## src/logic/ooo_core_pkg.sv

```systemverilog
`default_nettype none

package ooo_core_pkg;

    // architectural registers, r0 hardwired to zero
    localparam int reg_count     = 32;
    localparam int reg_idx_width = 5;

    // operand and result word
    localparam int data_width = 32;

    // reorder buffer, depth doubles as initial credit count
    localparam int rob_depth     = 8;
    localparam int rob_tag_width = 3;

    // instruction word fields
    localparam int instr_width = 32;
    localparam int op_width    = 4;
    localparam int imm_width   = 14;
    localparam int rform_pad_width = instr_width - op_width - 3 * reg_idx_width;
    localparam int iform_pad_width = instr_width - op_width - 2 * reg_idx_width - imm_width;

    // opcodes, msb set means immediate form
    localparam logic [op_width-1:0] op_add  = 4'h0;
    localparam logic [op_width-1:0] op_sub  = 4'h1;
    localparam logic [op_width-1:0] op_and  = 4'h2;
    localparam logic [op_width-1:0] op_or   = 4'h3;
    localparam logic [op_width-1:0] op_addi = 4'h8;
    localparam logic [op_width-1:0] op_ori  = 4'hb;

    // one word, two decodings
    typedef union packed {
        // register form
        struct packed {
            logic [op_width-1:0]        op;
            logic [reg_idx_width-1:0]   dst;
            logic [reg_idx_width-1:0]   src1;
            logic [reg_idx_width-1:0]   src2;
            logic [rform_pad_width-1:0] pad;
        } reg_form;
        // immediate form, imm in the low bits
        struct packed {
            logic [op_width-1:0]        op;
            logic [reg_idx_width-1:0]   dst;
            logic [reg_idx_width-1:0]   src1;
            logic [iform_pad_width-1:0] pad;
            logic [imm_width-1:0]       imm;
        } imm_form;
    } instr_word_t;

endpackage

`default_nettype wire

```

## src/logic/reg_file.sv

```systemverilog
`timescale 1ns/10ps
`default_nettype none

module reg_file import ooo_core_pkg::*; (
    input  logic                     clk,
    input  logic                     rst,
    // source reads from rename
    input  logic [reg_idx_width-1:0] rd_idx1,
    input  logic [reg_idx_width-1:0] rd_idx2,
    output logic [data_width-1:0]    rd_value1,
    output logic [data_width-1:0]    rd_value2,
    output logic                     rd_busy1,
    output logic                     rd_busy2,
    output logic [rob_tag_width-1:0] rd_tag1,
    output logic [rob_tag_width-1:0] rd_tag2,
    // destination rename
    input  logic                     rename_valid,
    input  logic [reg_idx_width-1:0] rename_idx,
    input  logic [rob_tag_width-1:0] rename_tag,
    // in-order retire from the reorder buffer
    input  logic                     retire_valid,
    input  logic [reg_idx_width-1:0] retire_idx,
    input  logic [rob_tag_width-1:0] retire_tag,
    input  logic [data_width-1:0]    retire_value
);

    // committed value, newest producer tag, busy flag
    logic [data_width-1:0]    reg_value [reg_count];
    logic [rob_tag_width-1:0] reg_tag   [reg_count];
    logic [reg_count-1:0]     reg_busy;

    logic retire_wr;
    logic rename_wr;

    // r0 is never written or renamed
    assign retire_wr = retire_valid && (retire_idx != '0);
    assign rename_wr = rename_valid && (rename_idx != '0);

    always_ff @(posedge clk) begin
        if (rst) begin
            for (int i = 0; i < reg_count; i++) begin
                reg_value[i] <= '0;
                reg_tag[i]   <= '0;
            end
            reg_busy <= '0;
        end else begin
            if (retire_wr) begin
                reg_value[retire_idx] <= retire_value;
                // older producer must not clear a newer rename
                if (retire_tag == reg_tag[retire_idx]) begin
                    reg_busy[retire_idx] <= 1'b0;
                end
            end
            // rename last so it wins on the same register
            if (rename_wr) begin
                reg_tag[rename_idx]  <= rename_tag;
                reg_busy[rename_idx] <= 1'b1;
            end
        end
    end

    // combinational read ports
    assign rd_value1 = reg_value[rd_idx1];
    assign rd_value2 = reg_value[rd_idx2];
    assign rd_busy1  = reg_busy[rd_idx1];
    assign rd_busy2  = reg_busy[rd_idx2];
    assign rd_tag1   = reg_tag[rd_idx1];
    assign rd_tag2   = reg_tag[rd_idx2];

endmodule

`default_nettype wire

```

## src/logic/reorder_buffer.sv

```systemverilog
`timescale 1ns/10ps
`default_nettype none

module reorder_buffer import ooo_core_pkg::*; (
    input  logic                     clk,
    input  logic                     rst,
    // allocation from rename
    input  logic                     alloc_valid,
    input  logic [reg_idx_width-1:0] alloc_idx,
    output logic [rob_tag_width-1:0] alloc_tag,
    // out-of-order writeback
    input  logic                     wb_valid,
    input  logic [rob_tag_width-1:0] wb_tag,
    input  logic [data_width-1:0]    wb_value,
    // operand lookups
    input  logic [rob_tag_width-1:0] query_tag1,
    input  logic [rob_tag_width-1:0] query_tag2,
    output logic                     query_ready1,
    output logic                     query_ready2,
    output logic [data_width-1:0]    query_value1,
    output logic [data_width-1:0]    query_value2,
    // registered retire port
    output logic                     retire_valid,
    output logic [reg_idx_width-1:0] retire_idx,
    output logic [rob_tag_width-1:0] retire_tag,
    output logic [data_width-1:0]    retire_value
);

    // per-entry destination, value and ready flag
    logic [reg_idx_width-1:0] entry_idx   [rob_depth];
    logic [data_width-1:0]    entry_value [rob_depth];
    logic [rob_depth-1:0]     entry_ready;

    // circular pointers, count needs one extra bit for full
    logic [rob_tag_width-1:0] head;
    logic [rob_tag_width-1:0] tail;
    logic [rob_tag_width:0]   count;
    logic                     retire_now;

    // head leaves once it holds a result
    assign retire_now = (count != '0) && entry_ready[head];

    // new tag is simply the tail slot
    assign alloc_tag = tail;

    always_ff @(posedge clk) begin
        if (rst) begin
            head         <= '0;
            tail         <= '0;
            count        <= '0;
            entry_ready  <= '0;
            retire_valid <= 1'b0;
        end else begin
            retire_valid <= retire_now;
            if (wb_valid) begin
                entry_ready[wb_tag] <= 1'b1;
            end
            // ready stays set after retire until the slot is reused,
            // covers the cycle where the retire is still in flight
            if (alloc_valid) begin
                entry_ready[tail] <= 1'b0;
                tail              <= tail + 1'b1;
            end
            if (retire_now) begin
                head <= head + 1'b1;
            end
            case ({alloc_valid, retire_now})
                2'b10:   count <= count + 1'b1;
                2'b01:   count <= count - 1'b1;
                default: count <= count;
            endcase
        end
    end

    always_ff @(posedge clk) begin
        if (alloc_valid) begin
            entry_idx[tail] <= alloc_idx;
        end
        if (wb_valid) begin
            entry_value[wb_tag] <= wb_value;
        end
        // retire payload, qualified by retire_valid
        if (retire_now) begin
            retire_idx   <= entry_idx[head];
            retire_tag   <= head;
            retire_value <= entry_value[head];
        end
    end

    // lookups read the registered state only
    assign query_ready1 = entry_ready[query_tag1];
    assign query_ready2 = entry_ready[query_tag2];
    assign query_value1 = entry_value[query_tag1];
    assign query_value2 = entry_value[query_tag2];

endmodule

`default_nettype wire

```

## src/logic/rename_issue.sv

```systemverilog
`timescale 1ns/10ps
`default_nettype none

module rename_issue import ooo_core_pkg::*; (
    input  logic                     clk,
    input  logic                     rst,
    input  logic                     instr_valid,
    input  instr_word_t              instr,
    input  logic                     wb_valid,
    input  logic [rob_tag_width-1:0] wb_tag,
    input  logic [data_width-1:0]    wb_value,
    // reorder buffer allocation and lookups
    output logic                     alloc_valid,
    output logic [reg_idx_width-1:0] alloc_idx,
    input  logic [rob_tag_width-1:0] alloc_tag,
    output logic [rob_tag_width-1:0] query_tag1,
    output logic [rob_tag_width-1:0] query_tag2,
    input  logic                     query_ready1,
    input  logic                     query_ready2,
    input  logic [data_width-1:0]    query_value1,
    input  logic [data_width-1:0]    query_value2,
    // register file reads and rename
    output logic [reg_idx_width-1:0] rd_idx1,
    output logic [reg_idx_width-1:0] rd_idx2,
    input  logic [data_width-1:0]    rd_value1,
    input  logic [data_width-1:0]    rd_value2,
    input  logic                     rd_busy1,
    input  logic                     rd_busy2,
    input  logic [rob_tag_width-1:0] rd_tag1,
    input  logic [rob_tag_width-1:0] rd_tag2,
    output logic                     rename_valid,
    output logic [reg_idx_width-1:0] rename_idx,
    output logic [rob_tag_width-1:0] rename_tag,
    // dispatch record
    output logic                     disp_valid,
    output logic [op_width-1:0]      disp_op,
    output logic [rob_tag_width-1:0] disp_tag,
    output logic                     disp_src1_ready,
    output logic [data_width-1:0]    disp_src1_value,
    output logic [rob_tag_width-1:0] disp_src1_tag,
    output logic                     disp_src2_ready,
    output logic [data_width-1:0]    disp_src2_value,
    output logic [rob_tag_width-1:0] disp_src2_tag
);

    logic                     is_imm;
    logic [reg_idx_width-1:0] dst;
    logic [data_width-1:0]    imm_ext;
    logic [data_width:0]      src1_res;
    logic [data_width:0]      src2_res;

    // returns {ready, value}, priority follows the resolution order
    function automatic logic [data_width:0] resolve(
        input logic [reg_idx_width-1:0] idx,
        input logic                     busy,
        input logic [rob_tag_width-1:0] tag,
        input logic [data_width-1:0]    rf_value,
        input logic                     rob_ready,
        input logic [data_width-1:0]    rob_value,
        input logic                     fwd_valid,
        input logic [rob_tag_width-1:0] fwd_tag,
        input logic [data_width-1:0]    fwd_value
    );
        logic [data_width:0] res;
        if (idx == '0) begin
            res = {1'b1, {data_width{1'b0}}};
        end else if (!busy) begin
            res = {1'b1, rf_value};
        end else if (rob_ready) begin
            res = {1'b1, rob_value};
        end else if (fwd_valid && (fwd_tag == tag)) begin
            // same-cycle writeback bypass
            res = {1'b1, fwd_value};
        end else begin
            res = {1'b0, {data_width{1'b0}}};
        end
        return res;
    endfunction

    // opcode msb picks the decoding, common fields overlap
    assign is_imm  = instr.reg_form.op[op_width-1];
    assign dst     = instr.reg_form.dst;
    assign imm_ext = {{(data_width - imm_width){instr.imm_form.imm[imm_width-1]}},
                      instr.imm_form.imm};

    assign rd_idx1    = instr.reg_form.src1;
    assign rd_idx2    = instr.reg_form.src2;
    assign query_tag1 = rd_tag1;
    assign query_tag2 = rd_tag2;

    // every instruction takes an entry, even with r0 as destination
    assign alloc_valid  = instr_valid;
    assign alloc_idx    = dst;
    assign rename_valid = instr_valid && (dst != '0);
    assign rename_idx   = dst;
    assign rename_tag   = alloc_tag;

    assign src1_res = resolve(rd_idx1, rd_busy1, rd_tag1, rd_value1, query_ready1,
                              query_value1, wb_valid, wb_tag, wb_value);
    assign src2_res = is_imm ? {1'b1, imm_ext}
                             : resolve(rd_idx2, rd_busy2, rd_tag2, rd_value2, query_ready2,
                                       query_value2, wb_valid, wb_tag, wb_value);

    always_ff @(posedge clk) begin
        if (rst) begin
            disp_valid <= 1'b0;
        end else begin
            disp_valid <= instr_valid;
        end
    end

    // tag fields only mean something while not ready
    always_ff @(posedge clk) begin
        if (instr_valid) begin
            disp_op         <= instr.reg_form.op;
            disp_tag        <= alloc_tag;
            disp_src1_ready <= src1_res[data_width];
            disp_src1_value <= src1_res[data_width-1:0];
            disp_src1_tag   <= src1_res[data_width] ? '0 : rd_tag1;
            disp_src2_ready <= src2_res[data_width];
            disp_src2_value <= src2_res[data_width-1:0];
            disp_src2_tag   <= src2_res[data_width] ? '0 : rd_tag2;
        end
    end

endmodule

`default_nettype wire

```

## src/logic/ooo_core_top.sv

```systemverilog
`timescale 1ns/10ps
`default_nettype none

module ooo_core_top import ooo_core_pkg::*; (
    input  logic                     clk,
    input  logic                     rst,
    // credit-based instruction entry
    input  logic                     instr_valid,
    input  instr_word_t              instr,
    // writeback from execution
    input  logic                     wb_valid,
    input  logic [rob_tag_width-1:0] wb_tag,
    input  logic [data_width-1:0]    wb_value,
    // dispatch record
    output logic                     disp_valid,
    output logic [op_width-1:0]      disp_op,
    output logic [rob_tag_width-1:0] disp_tag,
    output logic                     disp_src1_ready,
    output logic [data_width-1:0]    disp_src1_value,
    output logic [rob_tag_width-1:0] disp_src1_tag,
    output logic                     disp_src2_ready,
    output logic [data_width-1:0]    disp_src2_value,
    output logic [rob_tag_width-1:0] disp_src2_tag,
    // commit and credit return
    output logic                     commit_valid,
    output logic [reg_idx_width-1:0] commit_idx,
    output logic [rob_tag_width-1:0] commit_tag,
    output logic [data_width-1:0]    commit_value,
    output logic                     credit_return
);

    // rename to reorder buffer
    logic                     alloc_valid;
    logic [reg_idx_width-1:0] alloc_idx;
    logic [rob_tag_width-1:0] alloc_tag;
    logic [rob_tag_width-1:0] query_tag1;
    logic [rob_tag_width-1:0] query_tag2;
    logic                     query_ready1;
    logic                     query_ready2;
    logic [data_width-1:0]    query_value1;
    logic [data_width-1:0]    query_value2;

    // rename to register file
    logic [reg_idx_width-1:0] rd_idx1;
    logic [reg_idx_width-1:0] rd_idx2;
    logic [data_width-1:0]    rd_value1;
    logic [data_width-1:0]    rd_value2;
    logic                     rd_busy1;
    logic                     rd_busy2;
    logic [rob_tag_width-1:0] rd_tag1;
    logic [rob_tag_width-1:0] rd_tag2;
    logic                     rename_valid;
    logic [reg_idx_width-1:0] rename_idx;
    logic [rob_tag_width-1:0] rename_tag;

    // reorder buffer to register file
    logic                     retire_valid;
    logic [reg_idx_width-1:0] retire_idx;
    logic [rob_tag_width-1:0] retire_tag;
    logic [data_width-1:0]    retire_value;

    // names line up across blocks
    rename_issue   u_rename_issue (.*);
    reorder_buffer u_reorder_buffer (.*);
    reg_file       u_reg_file (.*);

    // each retire is a commit and returns one credit
    assign commit_valid  = retire_valid;
    assign commit_idx    = retire_idx;
    assign commit_tag    = retire_tag;
    assign commit_value  = retire_value;
    assign credit_return = retire_valid;

endmodule

`default_nettype wire

```

## config.mk

```make
export PLATFORM = sky130hd
export DESIGN_NAME = ooo_core_top
export DESIGN_NICKNAME = d
export VERILOG_FILES = /design/src/logic/ooo_core_pkg.sv /design/src/logic/reg_file.sv /design/src/logic/reorder_buffer.sv /design/src/logic/rename_issue.sv /design/src/logic/ooo_core_top.sv
export SDC_FILE = /design/constraint.sdc
export NUM_CORES = 2
export LEC_CHECK = 0
export BUFFER_PORTS_ARGS = -buffer_cell sky130_fd_sc_hd__buf_4
export CAP_MARGIN = 25
export CORE_MARGIN = 2
export CORE_UTILIZATION = 50
export CTS_CLUSTER_DIAMETER = 30
export DETAILED_ROUTE_END_ITERATION = 12
export PLACE_DENSITY = 0.75
export SETUP_SLACK_MARGIN = 0.5
export SYNTH_ARGS = -nofsm -noshare
export SYNTH_HDL_FRONTEND = slang
export SYNTH_HIERARCHICAL = 1
export SYNTH_SLANG_ARGS = --single-unit
```

## constraint.sdc

```tcl
create_clock -name clk -period 8.5 [get_ports clk]
set_clock_uncertainty 0.2 [all_clocks]
set_input_delay 1.275 -clock clk [delete_from_list [all_inputs] [get_ports clk]]
set_output_delay 1.275 -clock clk [all_outputs]
set_load 0.02 [all_outputs]
```

==> metrics.md <==
| Metric | Value |
|---|---|
| WP data required | `8920 ps` |
| Routability cong. | `0.899` |
| GRT overflow | `0` |
| DP Cell Count | `7205` |
| Slew Viols, Final | `0` |
| Drt drc | `0` |
| Synthesized area per cell | `16.4 um2` |
| Mapped Cells | `5185` |
| # Max-Cap Violations | `0` |
| Critical path's largest stage delay | `620 ps` |
| Core Rows | `151` |
| Sequential area share after synthesis | `0.554` |
| Detailed placer's ending HPWL | `150000 um` |
| Period utilisation layout | `0.637` |
| Critical path class | `in2reg` |
| Via count | `55100` |
| Die X | `416 um` |
| Cts bufs inserted | `342` |
| Top cell type by total area after synthesis | `edfxtp_1` |
| Final Hold Viols | `0` |
| Leak | `34.9 nW` |
| Post-CTS sizing | `0` |
| Crit path cell chain | `buf_8, mux4_2, mux4_2, mux2_4, mux4_2, mux2_2, buf_4, nor2b_1, nand4_1, buf_4, a21oi_1` |
| GR Util met3 | `0.0792` |
| Min setup slack post-route | `3080 ps` |
| Clock sinks | `1587` |
| CP dominant cell by count | `mux4_2` |
| Final Power | `24.4 mW` |
| Post-DRT Antenna Nets | `0` |
| Clock root cell | `clkbuf_16` |
| Drt pass-1 iters | `7` |
| Prevailing post-synth register cell | `edfxtp_1` |
| R2R setup slack | `3710 ps` |
| VDD IR max | `0.221 mV` |
| Layout Nets | `5418` |
| DR vias/cell | `7.03` |
| Startpoint Class | `input pin` |
| Port-buffer cells | `192` |
| Type of the most critical hold path | `reg2reg` |
| Number of global-route vias before repair | `55700` |
| Cell Count, Final, Fillers Out | `7830` |
| Total track usage | `0.320` |
| Top-count cell post-synth | `edfxtp_1` |
| Least-Margin Pin Slew | `1070 ps` |
| Register bit total from synthesis | `1587` |
| WL/cell | `35.6 um` |
| Top Usage Layer GRT | `met2` |
| Max Root-Sink Buffers | `4` |
| First-pass GRT wire length | `394000 um` |
| DR iter-0 viols | `9745` |
| CP Capture Type | `flop` |
| PD cells | `243 mW/mm2` |
| Slowest stage cell on the critical path | `buf_4` |
| Layout cells sized above 1 | `0.384` |
| H-tree levels | `5` |
| Worst r2r path cells | `10` |
| Count of cell types in the netlist | `67` |
| FF-to-FF End | `u_rename_issue/disp_src1_value[15]` |
| M1 GR Usage | `0.417` |
| Initial Utilization | `0.503` |
| Setup bufs post-CTS | `0` |
| Area Overhead vs Synth | `17.9%` |
| TritonCTS clock tree | `done` |
| Setup TNS | `0 ps` |
| DIE AREA | `0.173 mm2` |
| Post-Place Cell Area | `0.0888 mm2` |
| Util after Layout | `0.592` |
| Met2 Use GR | `0.488` |
| Async set or reset register ratio after synthesis | `0` |
| Final setup viols | `0` |
| Worst slew margin | `0.287` |
| Initial antenna violation count | `19` |
| Crit path DAT | `5840 ps` |
| End point of the critical path | `u_rename_issue/disp_src1_value[15]` |
| Post-synth top area share | `0.542` |
| Hold_ws | `283 ps` |
| Crit Path Max Fanout | `66` |
| Io pins | `193` |
| Worst skew pair latency | `950 ps` |
| RSZ-0062 raised after global routing | `no` |
| Worst R2R Start | `u_reg_file/reg_tag[26][0]` |
| Synth top cells by count | `edfxtp_1, and2_1, mux4_2` |
| Core Region | `0.169 mm2` |
| Clk slew on worst S/H paths | `50 ps` |
| Number of synthesized flops with an enable pin | `1535` |
| Status | `finished, final reports clean` |
| Largest net degree at the start of global routing | `126` |
| Worst slack, placed | `2260 ps` |
| Vert. Die Dim | `416 um` |
| Total Routed Length | `279000 um` |
| Post-layout minimum cycle time | `5420 ps` |
| Crit path from | `instr[18]` |
| Synth area leaders | `edfxtp_1, mux4_2, and2_1` |
| Fill count | `12000` |
| Final instance area | `0.100 mm2` |
| Cell Area, Synth | `0.0851 mm2` |
| Fmax achieved | `0.185 GHz` |
| Hold-fix buffers, CTS | `0` |
| Yosys warning total | `6` |
[flip-flops by register name, indices dropped and copies added (netlist names), 5 cells and up]
signal	cells
u_reg_file/reg_busy	32
u_reorder_buffer/entry_value	256
u_reorder_buffer/retire_idx	5
u_reg_file/reg_value	1024
u_reorder_buffer/retire_value	32
u_rename_issue/disp_src1_value	32
u_reorder_buffer/entry_ready	8
u_reorder_buffer/entry_idx	40
u_reg_file/reg_tag	96
u_rename_issue/disp_src2_value	32
[worst max-delay path: cells and delay by family]
kind                   cells  cell delay [ps]
muxes                      5             2260
buffers and inverters      3             1510
and+or+nand+nor            2              270
AOI/OAI and AO/OA          1              160
[power by group]
| part | switching [mW] | internal [mW] |
|---|---|---|
| Sequential | 0.187 | 8.90 |
| Combinational | 1.31 | 1.03 |
| Clock | 4.27 | 8.65 |
| Total | 5.77 | 18.6 |
[layer usage]
metal | share of wire | up-vias
met2 | 0.46 | 4877
met5 | 0.000083 | -
met4 | 0.070 | 4
li1 | - | 21100
met1 | 0.33 | 28000
met3 | 0.14 | 1058
[cell families (layout without fill, tap and decap cells)]
logic type,after synthesis,count (layout),synth area share
compound gates,371,371,0.0338
xor+xnor,11,11,0.00113
fa+ha+maj,5,5,0.000735
buf+inv,579,960,0.0299
flops,1587,1587,0.554
mux,1156,1156,0.275
other cells,1,47,0.0000441
simple gates,1475,1475,0.105
[final cells by class]
cell class / count / area (um2) / area share
Antenna cell: 12 / 30.0 / 0.000299
Clock inverter: 196 / 2170 / 0.0217
Timing Repair Buffer: 352 / 2980 / 0.0297
Clock buffer: 406 / 8970 / 0.0894
Inverter: 6 / 25.0 / 0.000250
Tap cell: 2218 / 2780 / 0.0277
Multi-Input combinational cell: 3053 / 36200 / 0.361
Sequential cell: 1587 / 47100 / 0.470
[how the worst min path moves through the flow]
stage                             start  depth (start not counted)                        endpoint  slack (ps)
3_3_place_gp     u_reg_file/reg_busy[0]                          1          u_reg_file/reg_busy[0]         270
2_1_floorplan  u_reorder_buffer/head[2]                          0  u_reorder_buffer/retire_tag[2]         200
6_report         u_reg_file/reg_busy[0]                          1          u_reg_file/reg_busy[0]         280
3_5_place_dp     u_reg_file/reg_busy[0]                          1          u_reg_file/reg_busy[0]         270
4_1_cts          u_reg_file/reg_busy[0]                          1          u_reg_file/reg_busy[0]         280
5_1_grt          u_reg_file/reg_busy[0]                          1          u_reg_file/reg_busy[0]         290
[layout by cell type, fill, tap and decap left out, types with 17 or more instances in the layout]
cell        netlist  final
o22ai_1          23     23
conb_1            1     35
and2_1         1086   1086
mux2_2          177    172
dfxtp_1          52     49
o21ai_0          59     32
edfxtp_1       1535   1535
o21ai_4           0     27
a21bo_2          33     33
buf_4            40    325
mux2i_1          52     52
o221ai_1         52     52
a32oi_1          18     18
clkinv_4          0     26
a21boi_0         32     32
clkinv_2          0     33
nand4_1          35     35
clkbuf_16         0    348
bufinv_16         0     39
nor2_4            0     35
and3b_1          32     32
a21oi_1          71     70
or2_2            34     34
nand2b_1         17     17
nor2_1           96     61
nor3_1           44     40
clkinvlp_4        0     30
clkbuf_1        387     54
clkinv_1          0     50
mux4_2          927    927
nand2_1          60     56
a31oi_2          30     30
Power figures use the tool's default switching activity.
